**config.mk**
```make
export PLATFORM = sky130hd
export DESIGN_NAME = cop_video_regs
export DESIGN_NICKNAME = d
export VERILOG_FILES = /design/src/cop_bus_pkg.sv /design/src/cop_layer_pkg.sv /design/src/cop_bus_decode.sv /design/src/cop_tile_layer.sv /design/src/cop_readback_mux.sv /design/src/cop_mcu_glue.sv /design/src/cop_video_regs.sv
export SDC_FILE = /design/constraint.sdc
export NUM_CORES = 1
export LEC_CHECK = 0
export BUFFER_PORTS_ARGS = -buffer_cell sky130_fd_sc_hd__buf_2
export CORE_MARGIN = 4
export CORE_UTILIZATION = 50
export CTS_BUF_LIST = sky130_fd_sc_hd__clkbuf_4
export CTS_CLUSTER_SIZE = 16
export DETAILED_ROUTE_END_ITERATION = 16
export GPL_TIMING_DRIVEN = 0
export PLACE_DENSITY = 0.83
export SLEW_MARGIN = 10
export SYNTH_ARGS = -nofsm -noshare
export SYNTH_HDL_FRONTEND = slang
export SYNTH_SLANG_ARGS = --single-unit
```
**constraint.sdc**
```tcl
create_clock -name clk -period 29.7 [get_ports clk]
set_input_delay 0 -clock clk [delete_from_list [all_inputs] [get_ports clk]]
set_output_delay 0 -clock clk [all_outputs]
set_load 0.005 [all_outputs]
```
**src/cop_bus_pkg.sv**
```systemverilog
// ~~~~~~~~~~~~~~~~~~~~~~~~~~~~~~~~~~~~~~~~~~~~~~~~~~~~~~~~~~~~~~~~~~~~
// Main CPU bus definitions for the video control registers
// Widths, address fields and the request and access records
// ~~~~~~~~~~~~~~~~~~~~~~~~~~~~~~~~~~~~~~~~~~~~~~~~~~~~~~~~~~~~~~~~~~~~

package cop_bus_pkg;

    localparam int cpu_addr_w = 12;
    localparam int cpu_data_w = 16;

    // Word address layout
    localparam int region_hi = 11;
    localparam int region_lo = 10;
    localparam int region_w  = region_hi - region_lo + 1;
    localparam int bank_bit  = 9;
    localparam int idx_w     = 2;

    // Region 3 goes to the MCU latch, 0 to 2 are the tile layers
    localparam logic [region_w-1:0] region_mcu = 2'd3;

    // One CPU bus cycle, valid while cs is high
    typedef struct packed {
        logic                  cs;
        logic                  rnw;
        logic [1:0]            dsn;    // active low, bit 1 is the high byte
        logic [cpu_addr_w-1:0] addr;
        logic [cpu_data_w-1:0] dout;
    } cpu_req_t;

    // Decoded access to one layer
    typedef struct packed {
        logic                  wr;
        logic                  rd;
        logic                  scroll;
        logic [idx_w-1:0]      idx;
        logic [1:0]            dsn;
        logic [cpu_data_w-1:0] data;
    } layer_acc_t;

    // Follows a read down the pipeline
    typedef struct packed {
        logic                valid;
        logic [region_w-1:0] src;
    } rd_tag_t;

endpackage

```
**src/cop_layer_pkg.sv**
```systemverilog
// ~~~~~~~~~~~~~~~~~~~~~~~~~~~~~~~~~~~~~~~~~~~~~~~~~~~~~~~~~~~~~~~~~~~~
// Tile layer register definitions
// Register counts, the per-layer register record and status codes
// ~~~~~~~~~~~~~~~~~~~~~~~~~~~~~~~~~~~~~~~~~~~~~~~~~~~~~~~~~~~~~~~~~~~~

package cop_layer_pkg;

    import cop_bus_pkg::*;

    // Three identical layers on the board
    localparam int layer_n = 3;

    localparam int mode_n   = 4;
    localparam int scroll_n = 2;

    // Status selector value that dumps the MCU latch
    localparam logic [1:0] st_sel_mcu = 2'd3;

    // Full control state of one layer, as seen by the renderer
    typedef struct packed {
        logic [mode_n-1:0][cpu_data_w-1:0]   mode;
        logic [scroll_n-1:0][cpu_data_w-1:0] scroll;
    } layer_regs_t;

endpackage

```
**src/cop_bus_decode.sv**
```systemverilog
// ~~~~~~~~~~~~~~~~~~~~~~~~~~~~~~~~~~~~~~~~~~~~~~~~~~~~~~~~~~~~~~~~~~~~
// CPU bus decoder
// Turns main CPU requests into layer strobes, MCU writes and read tags
// ~~~~~~~~~~~~~~~~~~~~~~~~~~~~~~~~~~~~~~~~~~~~~~~~~~~~~~~~~~~~~~~~~~~~

module cop_bus_decode
    import cop_bus_pkg::*, cop_layer_pkg::*;
(
    input  logic                  clk,
    input  logic                  rst24,
    input  cpu_req_t              cpu_req,
    output layer_acc_t            acc [layer_n],
    output logic                  mcu_wr,
    output logic [cpu_data_w-1:0] mcu_wdata,
    output rd_tag_t               rd_tag
);

    cpu_req_t            req_q;
    logic [region_w-1:0] region;
    logic                bank;
    logic [idx_w-1:0]    idx;
    logic                legal;
    logic                wr_req;
    logic                rd_req;

    // Address fields of the held request
    assign region = req_q.addr[region_hi:region_lo];
    assign bank   = req_q.addr[bank_bit];
    assign idx    = req_q.addr[idx_w-1:0];

    // Scroll bank only has two words
    assign legal  = !bank || (idx < scroll_n);
    assign wr_req = req_q.cs && !req_q.rnw;
    assign rd_req = req_q.cs && req_q.rnw;

    always_ff @(posedge clk, posedge rst24) begin
        if (rst24) begin
            req_q <= '0;
        end else begin
            req_q <= cpu_req;
        end
    end

    always_ff @(posedge clk, posedge rst24) begin
        if (rst24) begin
            for (int l = 0; l < layer_n; l++) begin
                acc[l] <= '0;
            end
            mcu_wr    <= 1'b0;
            mcu_wdata <= '0;
            rd_tag    <= '0;
        end else begin
            for (int l = 0; l < layer_n; l++) begin
                acc[l].wr     <= wr_req && legal && (region == region_w'(l));
                acc[l].rd     <= rd_req && legal && (region == region_w'(l));
                acc[l].scroll <= bank;
                acc[l].idx    <= idx;
                acc[l].dsn    <= req_q.dsn;
                acc[l].data   <= req_q.dout;
            end
            mcu_wr    <= wr_req && (region == region_mcu);
            mcu_wdata <= req_q.dout;
            // Illegal reads still get a tag so the reply slot is kept
            rd_tag.valid <= rd_req;
            rd_tag.src   <= region;
        end
    end

endmodule

```
**src/cop_tile_layer.sv**
```systemverilog
// ~~~~~~~~~~~~~~~~~~~~~~~~~~~~~~~~~~~~~~~~~~~~~~~~~~~~~~~~~~~~~~~~~~~~
// Control registers of one tile layer
// Four mode words and two scroll words with byte writes and readback
// ~~~~~~~~~~~~~~~~~~~~~~~~~~~~~~~~~~~~~~~~~~~~~~~~~~~~~~~~~~~~~~~~~~~~

module cop_tile_layer
    import cop_bus_pkg::*, cop_layer_pkg::*;
(
    input  logic                  clk,
    input  logic                  rst24,
    input  layer_acc_t            acc,
    output logic [cpu_data_w-1:0] rd_data,
    output layer_regs_t           cfg
);

    logic [cpu_data_w-1:0] cur_word;

    // Merge the new data into the old word under the byte strobes
    function automatic logic [cpu_data_w-1:0] merge_bytes(
        input logic [cpu_data_w-1:0] old_w,
        input logic [cpu_data_w-1:0] new_w,
        input logic [1:0]            dsn
    );
        logic [cpu_data_w-1:0] res;
        res = old_w;
        if (!dsn[1]) begin
            res[15:8] = new_w[15:8];
        end
        if (!dsn[0]) begin
            res[7:0] = new_w[7:0];
        end
        return res;
    endfunction

    // Addressed word, scroll bank uses the low index bit only
    always_comb begin
        if (acc.scroll) begin
            cur_word = cfg.scroll[acc.idx[0]];
        end else begin
            cur_word = cfg.mode[acc.idx];
        end
    end

    always_ff @(posedge clk, posedge rst24) begin
        if (rst24) begin
            cfg <= '0;
        end else if (acc.wr) begin
            if (acc.scroll) begin
                cfg.scroll[acc.idx[0]] <= merge_bytes(cur_word, acc.data, acc.dsn);
            end else begin
                cfg.mode[acc.idx] <= merge_bytes(cur_word, acc.data, acc.dsn);
            end
        end
    end

    // Read word is zero unless this layer was strobed
    always_ff @(posedge clk, posedge rst24) begin
        if (rst24) begin
            rd_data <= '0;
        end else if (acc.rd) begin
            rd_data <= cur_word;
        end else begin
            rd_data <= '0;
        end
    end

endmodule

```
**src/cop_readback_mux.sv**
```systemverilog
// ~~~~~~~~~~~~~~~~~~~~~~~~~~~~~~~~~~~~~~~~~~~~~~~~~~~~~~~~~~~~~~~~~~~~
// CPU readback and status dump
// Aligns read tags with layer data and picks status bytes
// ~~~~~~~~~~~~~~~~~~~~~~~~~~~~~~~~~~~~~~~~~~~~~~~~~~~~~~~~~~~~~~~~~~~~

module cop_readback_mux
    import cop_bus_pkg::*, cop_layer_pkg::*;
(
    input  logic                  clk,
    input  logic                  rst24,
    input  rd_tag_t               rd_tag,
    input  logic [cpu_data_w-1:0] rd_data [layer_n],
    input  layer_regs_t           layer_cfg [layer_n],
    input  logic [cpu_data_w-1:0] mcu_dout,
    input  logic [cpu_data_w-1:0] mcu_latch,
    input  logic [7:0]            st_addr,
    output logic [cpu_data_w-1:0] cpu_din,
    output logic                  cpu_dok,
    output logic [7:0]            st_dout
);

    rd_tag_t    tag_q;
    logic [1:0] st_sel;
    logic [7:0] st_byte;

    // Bytes 0-7 mode, 8-11 scroll, low byte first, rest reads zero
    function automatic logic [7:0] layer_byte(
        input layer_regs_t r,
        input logic [3:0]  sel
    );
        logic [cpu_data_w-1:0] w;
        w = '0;
        if (sel < 4'd8) begin
            w = r.mode[sel[2:1]];
        end else if (sel < 4'd12) begin
            w = r.scroll[sel[1]];
        end
        return sel[0] ? w[15:8] : w[7:0];
    endfunction

    assign st_sel = st_addr[7:6];

    always_comb begin
        if (st_sel == st_sel_mcu) begin
            st_byte = st_addr[0] ? mcu_latch[15:8] : mcu_latch[7:0];
        end else begin
            st_byte = layer_byte(layer_cfg[st_sel], st_addr[3:0]);
        end
    end

    // Tag waits one cycle for the layer read word.
    // An illegal read arrives here as a zero word from its layer
    always_ff @(posedge clk, posedge rst24) begin
        if (rst24) begin
            tag_q   <= '0;
            cpu_dok <= 1'b0;
            cpu_din <= '0;
            st_dout <= '0;
        end else begin
            tag_q   <= rd_tag;
            cpu_dok <= tag_q.valid;
            st_dout <= st_byte;
            if (tag_q.valid) begin
                if (tag_q.src == region_mcu) begin
                    cpu_din <= mcu_dout;
                end else begin
                    cpu_din <= rd_data[tag_q.src];
                end
            end
        end
    end

endmodule

```
**src/cop_mcu_glue.sv**
```systemverilog
// ~~~~~~~~~~~~~~~~~~~~~~~~~~~~~~~~~~~~~~~~~~~~~~~~~~~~~~~~~~~~~~~~~~~~
// Port glue between the main CPU and the protection MCU
// ~~~~~~~~~~~~~~~~~~~~~~~~~~~~~~~~~~~~~~~~~~~~~~~~~~~~~~~~~~~~~~~~~~~~

module cop_mcu_glue
    import cop_bus_pkg::*;
(
    input  logic                  clk,
    input  logic                  rst24,
    input  logic                  mcu_wr,
    input  logic [cpu_data_w-1:0] mcu_wdata,
    input  logic [7:0]            mcu_p0o,
    input  logic [7:0]            mcu_p2o,
    output logic [7:0]            mcu_p0i,
    output logic                  mcu_intn,
    output logic [cpu_data_w-1:0] mcu_dout,
    output logic [cpu_data_w-1:0] mcu_latch
);

    logic mcu_sel;
    logic mcu_sel_l;

    always_ff @(posedge clk, posedge rst24) begin
        if (rst24) begin
            mcu_sel   <= 1'b0;
            mcu_sel_l <= 1'b0;
            mcu_intn  <= 1'b1;
            mcu_latch <= '0;
            mcu_p0i   <= '0;
            mcu_dout  <= '0;
        end else begin
            // CPU side latch and select
            mcu_sel   <= mcu_wr;
            mcu_sel_l <= mcu_sel;
            if (mcu_wr) begin
                mcu_latch <= mcu_wdata;
            end

            // P2.3 acknowledges, takes priority over a new edge
            if (!mcu_p2o[3]) begin
                mcu_intn <= 1'b1;
            end else if (mcu_sel && !mcu_sel_l) begin
                mcu_intn <= 1'b0;
            end

            // MCU reads the latch through port 0
            if (!mcu_p2o[4]) begin
                mcu_p0i <= mcu_latch[15:8];
            end
            if (!mcu_p2o[5]) begin
                mcu_p0i <= mcu_latch[7:0];
            end

            // MCU writes back a word one byte at a time
            if (!mcu_p2o[7]) begin
                mcu_dout[15:8] <= mcu_p0o;
            end
            if (!mcu_p2o[6]) begin
                mcu_dout[7:0] <= mcu_p0o;
            end
        end
    end

endmodule

```
**src/cop_video_regs.sv**
```systemverilog
// ~~~~~~~~~~~~~~~~~~~~~~~~~~~~~~~~~~~~~~~~~~~~~~~~~~~~~~~~~~~~~~~~~~~~
// Video board control registers, CPU facing side
// Bus decoder, three tile layer banks, readback and MCU port glue
// ~~~~~~~~~~~~~~~~~~~~~~~~~~~~~~~~~~~~~~~~~~~~~~~~~~~~~~~~~~~~~~~~~~~~

module cop_video_regs
    import cop_bus_pkg::*, cop_layer_pkg::*;
(
    input  logic                  clk,
    input  logic                  rst24,
    input  cpu_req_t              cpu_req,
    output logic [cpu_data_w-1:0] cpu_din,
    output logic                  cpu_dok,
    output layer_regs_t           layer_cfg [layer_n],
    input  logic [7:0]            st_addr,
    output logic [7:0]            st_dout,
    input  logic [7:0]            mcu_p0o,
    input  logic [7:0]            mcu_p2o,
    output logic [7:0]            mcu_p0i,
    output logic                  mcu_intn,
    output logic [cpu_data_w-1:0] mcu_dout
);

    layer_acc_t            acc [layer_n];
    logic [cpu_data_w-1:0] rd_data [layer_n];
    rd_tag_t               rd_tag;
    logic                  mcu_wr;
    logic [cpu_data_w-1:0] mcu_wdata;
    logic [cpu_data_w-1:0] mcu_latch;

    cop_bus_decode u_decode (
        .clk       ( clk       ),
        .rst24     ( rst24     ),
        .cpu_req   ( cpu_req   ),
        .acc       ( acc       ),
        .mcu_wr    ( mcu_wr    ),
        .mcu_wdata ( mcu_wdata ),
        .rd_tag    ( rd_tag    )
    );

    for (genvar g = 0; g < layer_n; g++) begin : g_layer
        cop_tile_layer u_layer (
            .clk     ( clk          ),
            .rst24   ( rst24        ),
            .acc     ( acc[g]       ),
            .rd_data ( rd_data[g]   ),
            .cfg     ( layer_cfg[g] )
        );
    end

    cop_mcu_glue u_mcu (
        .clk       ( clk       ),
        .rst24     ( rst24     ),
        .mcu_wr    ( mcu_wr    ),
        .mcu_wdata ( mcu_wdata ),
        .mcu_p0o   ( mcu_p0o   ),
        .mcu_p2o   ( mcu_p2o   ),
        .mcu_p0i   ( mcu_p0i   ),
        .mcu_intn  ( mcu_intn  ),
        .mcu_dout  ( mcu_dout  ),
        .mcu_latch ( mcu_latch )
    );

    cop_readback_mux u_mux (
        .clk       ( clk       ),
        .rst24     ( rst24     ),
        .rd_tag    ( rd_tag    ),
        .rd_data   ( rd_data   ),
        .layer_cfg ( layer_cfg ),
        .mcu_dout  ( mcu_dout  ),
        .mcu_latch ( mcu_latch ),
        .st_addr   ( st_addr   ),
        .cpu_din   ( cpu_din   ),
        .cpu_dok   ( cpu_dok   ),
        .st_dout   ( st_dout   )
    );

endmodule

```
## Word level (Yosys, flattened, before mapping)

Index checks and enable logic that the tools add are counted.

| cells by class | value |
|---|---|
| $lt $le $gt $ge | 11 |
| equality and inequality tests | 7 |
| multiplexer cells | 78 |
| bitwise operators | 3 |
| reductions and logical operators | 25 |

Operator list:

| operator | count |
|---|---|
| $mux W16 | 25 |
| $mux W8 | 35 |
| $bmux W96 S2 | 1 |
| $bwmux W64 | 3 |
| $mux W96 | 2 |
| $bmux W16 S2 | 5 |
| $bwmux W32 | 3 |
| $demux W16 S2 | 1 |
| $demux W16 S1 | 1 |
| $logic_and A1 B1 Y1 | 14 |
| $reduce_and A2 Y1 | 6 |
| $eq A2 B2 Y1 const B | 4 |
| $lt A4 B4 Y1 const B | 2 |
| $ge A3 B3 Y1 const B | 2 |
| $lt A2 B3 Y1 const B | 2 |
| $not A2 Y3 | 2 |
| $lt A1 B2 Y1 const B | 2 |
| $logic_not A1 Y1 | 3 |
| $eq A2 B1 Y1 const B | 1 |
| $ge A2 B1 Y1 const B | 1 |
| $logic_not A2 Y1 | 1 |
| $lt A2 B2 Y1 const B | 1 |
| $mux W1 | 2 |
| $ne A2 B1 Y1 const B | 1 |
| other kinds (4) | 4 |

| storage, ports and cells | value |
|---|---|
| bits in registers | 470 |
| input port bits | 58 |
| output and inout bits | 338 |
| word-level logic and storage cells | 175 |

## Logic depth before layout (Yosys ltp)

| depth | value |
|---|---|
| depth in word-level cells | 10 |
| depth in mapped cells | 9 |
| mapped depth without buffers | 6 |

## By module

Synthesis repeated with hierarchy kept, for this count alone.

| unflattened totals | value |
|---|---|
| cell total of the unflattened synthesis | 2071 |
| area, all modules | 24279.5 µm² |

By module, submodules not included:

| module | instances | cells each | area each (µm²) | sequential area each (µm²) |
|---|---|---|---|---|
| cop_tile_layer at g_layer[1].u_layer ... | 2 | 458 | 5561.6 | 2802.7 |
| cop_tile_layer at g_layer[0].u_layer | 1 | 458 | 5565.3 | 2802.7 |
| cop_readback_mux | 1 | 457 | 3963.8 | 700.7 |
| cop_bus_decode | 1 | 130 | 1921.8 | 1401.3 |
| cop_mcu_glue | 1 | 110 | 1705.4 | 1077.3 |

## Worst setup path before layout

Ideal clock, no wire load.

| path | value |
|---|---|
| kind | reg-to-reg |
| start point | register, netlist name u_decode.acc[64] |
| end point | register g_layer[0].u_layer.cfg[47] (netlist name) |
| setup time | 0.137 ns |
| arrival time | 1.648 ns |
| data required time | 29.563 ns |
| path slack | 27.915 ns |
| stages on the path, launching flop included | 8 |
| path buffers | 2 |
| period minus slack after synthesis | 1.785 ns |
| path through | dfrtp_1 -> buf_6 -> buf_6 -> mux4_2 -> nor2_1 -> a21oi_1 -> a21oi_2 -> a21oi_1 |

| between the ends | value |
|---|---|
| longest elaborated chain between the ends | 7 |
| elaborated cells on any way between the ends | 14 |
| classes of those cells | 2 x order compare; 11 x mux; 1 x reduce/logical |

Ends and longest elaborated chain:

| element | line | text |
|---|---|---|
| $bmux W16 S2 or $mux W16 (tied branches) | cop_tile_layer.sv:40, cop_tile_layer.sv:38 |  |
| $mux W16 (on tied branches) | cop_tile_layer.sv:40, cop_tile_layer.sv:38 |  |
| $mux W16 | cop_tile_layer.sv:37 | `if (acc.scroll) begin` |
| $mux W8 | cop_tile_layer.sv:26 | `if (!dsn[1]) begin` |
| $mux W8 | cop_tile_layer.sv:48 | `if (acc.scroll) begin` |
| $mux W8 | cop_tile_layer.sv:47 | `end else if (acc.wr) begin` |
| $bwmux W64 (*) | cop_tile_layer.sv:51 | `cfg.mode[acc.idx] <= merge_bytes(cur_word, acc.data, acc.dsn);` |
| end: declaration | cop_tile_layer.sv:13 | `output layer_regs_t cfg` |

Mark *: on every way between the ends. The rest lies on a longest branch, timed or not. The select of a mux whose other input is x is not followed.
A chain may end at the register's enable or synchronous reset.

## Worst setup path after layout

| path | value |
|---|---|
| start point | register, netlist name u_decode.acc[66] |
| end point | register g_layer[0].u_layer.cfg[17] (netlist name) |

| between the ends | value |
|---|---|
| longest elaborated chain between the ends | 5 |
| elaborated cells on any way between the ends | 6 |
| classes of those cells | 5 x mux; 1 x reduce/logical |

Ends and longest elaborated chain:

| element | line | text |
|---|---|---|
| $mux W16 | cop_tile_layer.sv:37 |  |
| $mux W8 | cop_tile_layer.sv:29 | `if (!dsn[0]) begin` |
| $mux W8 | cop_tile_layer.sv:48 |  |
| $mux W8 | cop_tile_layer.sv:47 |  |
| $bwmux W32 | cop_tile_layer.sv:49 | `cfg.scroll[acc.idx[0]] <= merge_bytes(cur_word, acc.data, acc.dsn);` |

Parallel ways exist; a longest one is shown, timed or not. The select of a mux whose other input is x is not followed.

==> impl_metrics.csv <==
group,metric,value,unit
clocking,clk_pin_slew_worst_paths,0.09,ns
detailed_routing,viasPerCell,6.71,
synth,ys_ff_latch,463,
clocking,cts_root_buf,"clkbuf_4",
power_and_ir_drop,leakage,0.0126,µW
floorplanning,die_x,214,µm
synth,synthMuxAreaShare,0.136,
synth,synth_compound_area_frac,0.164,
detailed_routing,first_iter_violations,3334,
synth,synth_seq_area_share,0.546,
sta,relSlewSlack,0.226,
synth,synth_top_area_cell,"dfrtp_1",
synth,synth_top_cell_area_share,0.544,
synth,synthTopCellsByCount,"462 x dfrtp_1, 251 x nor2_1, 235 x a21oi_1",
placement,port_buffers,377,
setup_path,cp-startpoint,"u_decode.acc[66]",
cells_and_area,nets,2621,
global_route,first_global_vias,21264,
setup_path,critPathLaunchType,"flip-flop",
global_route,gr-total-overflow,0,
synth,yosysMostFrequentCell,"dfrtp_1",
clocking,holdBufCountCts,84,
sta,worst-slew-pin-transition,1.15,ns
setup_path,crit_fanout,10,
synth,synth_area,21200,µm²
synth,synthArstFlopShare,1.00,
synth,synthesis.nets,2039,
setup_path,rrSetupSlack,26.21,ns
worst_hold_path,min_from,"cpu_req[29]",
sta,rsz0062_at_grt,"no",
floorplanning,ios,396,
sta,min_period,3.49,ns
clocking,clk_latency,0.98,ns
detailed_routing,wl_per_cell,35.3,µm
cells_and_area,drive_above_1_share,0.297,
sta,slew_violations,0,
setup_path,crit_path_max_incr_delay,0.93,ns
sta,setup_viol,0,
clocking,cts_resized,0,
detailed_routing,vias,21392,
synth,synth-simple-area-share,0.117,
sta,finClkSkew,0.0909,ns
floorplanning,die_y,214,µm
clocking,tritoncts_num_sinks,463,
cells_and_area,area_growth,23.2,%
synth,syn-instance-count,1981,
worst_hold_path,hold_path.class,"input port to flip-flop",
detailed_routing,first_pass_iters,8,
clocking,ctsHtreeMaxLevel,3,
sta,layout_worst_path_cycle_share,0.117,
global_route,grt_max_degree,118,
synth,synth-main-ff-cell,"dfrtp_1",
synth,yosysUniqueCellTypes,64,
setup_path,r2r_start,"u_decode.acc[66]",
detailed_routing,drcViolationCount,0,
placement,dp_worst_setup_slack,26.68,ns
setup_path,critPathArrivalTime,4.24,ns
clocking,cts.path.max_buffers,3,
detailed_routing,wirelength,113000,µm
clocking,cts_made_buffers,114,
floorplanning,initial_utilization,0.506,
cells_and_area,seq_area,11600,µm²
global_route,grt_use_total,0.484,
synth,synth_edf_count,0,
setup_path,worstSetupEndpointType,"flip-flop",
clocking,postCtsSetupRepairBufs,0,
setup_path,worst_path_max_delay_cell,"a21oi_1",
cells_and_area,fill_cells,3301,
synth,avgSynthCellArea,10.7,µm²
sta,max_freq,287,MHz
floorplanning,dieArea,45800,µm²
setup_path,critPathRequiredTime,30.45,ns
cells_and_area,multi_input_area,8860,µm²
run_status,outcome,"finished, final reports clean",
synth,yosysWarnings,0,
detailed_routing,ant_nets,0,
power_and_ir_drop,vdd_drop_max,0.0407,mV
power_and_ir_drop,p_per_area,66.5,nW/µm²
synth,synthXorXnorAreaFrac,0,
setup_path,cp-endpoint,"g_layer[0].u_layer.cfg[17]",
global_route,grt_antenna_before_repair,5,
floorplanning,fp.coreArea,41900,µm²
placement,dp_hpwl,84300,µm
clocking,cts_tree,"built",
floorplanning,rows,75,
setup_path,critPathKind,"flip-flop to flip-flop",
setup_path,path_cells,"buf_2 > buf_2 > clkbuf_1 > a21oi_1 > a21oi_1 > o21ai_0",
global_route,grt_pass1_wl,159000,µm
synth,synth_top_family_by_area,"compound AO/OA/AOI/OAI gates",
synth,synthAdderAreaFrac,0,
setup_path,r2r_cells,6,
power_and_ir_drop,finalPower,1740,µW
run,drv_cap,0,
sta,tns,0,ns
setup_path,worst_r2r_endpoint,"g_layer[0].u_layer.cfg[17]",
synth,ys_top_cells_by_area,"dfrtp_1 54%, mux4_2 6.8%, a21oi_1 5.5%, nor2_1 4.4%, mux2i_1 4.0%",
placement,gp_congestion,1.09,
sta,worst_slack,26.21,ns
sta,hold_viol_final,0,
cells in the final DEF (no fill, tap or decap), types with 5 or more instances in the layout:
cell type	Yosys	routed
buf_2	50	427
nand2b_1	17	17
clkbuf_1	73	73
nor2_1	251	251
dlygate4sd3_1	0	84
buf_4	4	5
clkinv_1	0	26
nor3_1	8	6
nand2_1	173	173
mux4_2	64	64
diode_2	0	5
o2111ai_1	13	13
o211ai_1	6	6
buf_1	13	13
o221ai_1	29	29
and2_1	51	51
o22ai_1	48	48
clkbuf_4	1	161
o21ai_1	56	56
o31ai_1	9	9
dfrtp_1	462	462
mux2_2	52	52
buf_6	12	12
a21oi_1	235	235
a21oi_2	33	33
nand3_1	11	11
o21ai_0	118	118
inv_1	6	5
mux2i_1	85	85
a211o_1	5	5
or3_1	21	21
nor2b_1	20	20
critical path: cells and delay by family, from the launching register on:
kind / cells / cell delay (ns)
AOI/OAI and AO/OA: 3 / 1.69
DFF: 1 / 0.42
buffers and inverters: 3 / 1.20
cell families after synthesis:
| logic type | Yosys count |
|---|---|
| AO/OA/AOI/OAI | 589 |
| buffers and inverters | 163 |
| flip-flops | 463 |
| multiplexers | 201 |
| AND/OR/NAND/NOR | 565 |
worst min-delay path by stage:
stage	to	slack, ns	depth (start not counted)
finish	u_decode.req_q[29]	0.21	3
global route	u_mcu.mcu_dout[7]	0.20	3
CTS	u_mcu.mcu_dout[4]	0.15	3
detailed placement	u_mcu.mcu_dout[2]	0.08	2
global placement	u_decode.idx[0]	0.11	1
floorplan	u_decode.bank	0.03	0
power by group:
group / switching (µW) / total [µW] / internal, µW
Combinational: 221 / 370 / 149
Clock: 283 / 532 / 249
Sequential: 134 / 839 / 705
area by class of cell:
class                           instances  area share
Clock inverter                         36     0.00665
Timing Repair Buffer                  466       0.109
Clock buffer                          160      0.0459
Inverter                                8     0.00163
Antenna cell                            5    0.000478
Multi-Input combinational cell       1355       0.339
Buffer                                155      0.0293
Tap cell                              539      0.0258
Sequential cell                       463       0.443
per-stage QoR:
stage	hold WS (ns)	area, µm²	cells	util
floorplan	0.0314	21200	1981	-
global placement	0.110	23800	2897	0.567
detailed placement	0.0817	23900	2902	0.571
CTS	0.147	26200	3182	0.623
global route	0.196	26200	3185	0.624
finish	0.211	26200	3187	0.624
state kept, by name, summed over array words and instances (netlist names):
register and count:
g_layer.u_layer.cfg 288, g_layer.u_layer.rd_data 48, u_decode.acc 27, u_decode.bank 1, u_decode.idx 2, u_decode.mcu_wr 1
u_decode.rd_tag 3, u_decode.region 2, u_decode.req_q 20, u_mcu.mcu_dout 16, u_mcu.mcu_intn 1, u_mcu.mcu_latch 16
u_mcu.mcu_p0i 8, u_mcu.mcu_sel 1, u_mcu.mcu_sel_l 1, u_mux.cpu_din 16, u_mux.cpu_dok 1, u_mux.st_dout 8
u_mux.tag_q 3
per-layer routing:
metal | up-vias | share of wire | GRT usage
li1 | 8344 | - | -
met1 | 10635 | 0.37 | 0.645
met2 | 2006 | 0.42 | 0.697
met3 | 405 | 0.13 | 0.162
met4 | 2 | 0.076 | 0.282
met5 | - | 0.00015 | 0
(Power assumes the default switching activity.)
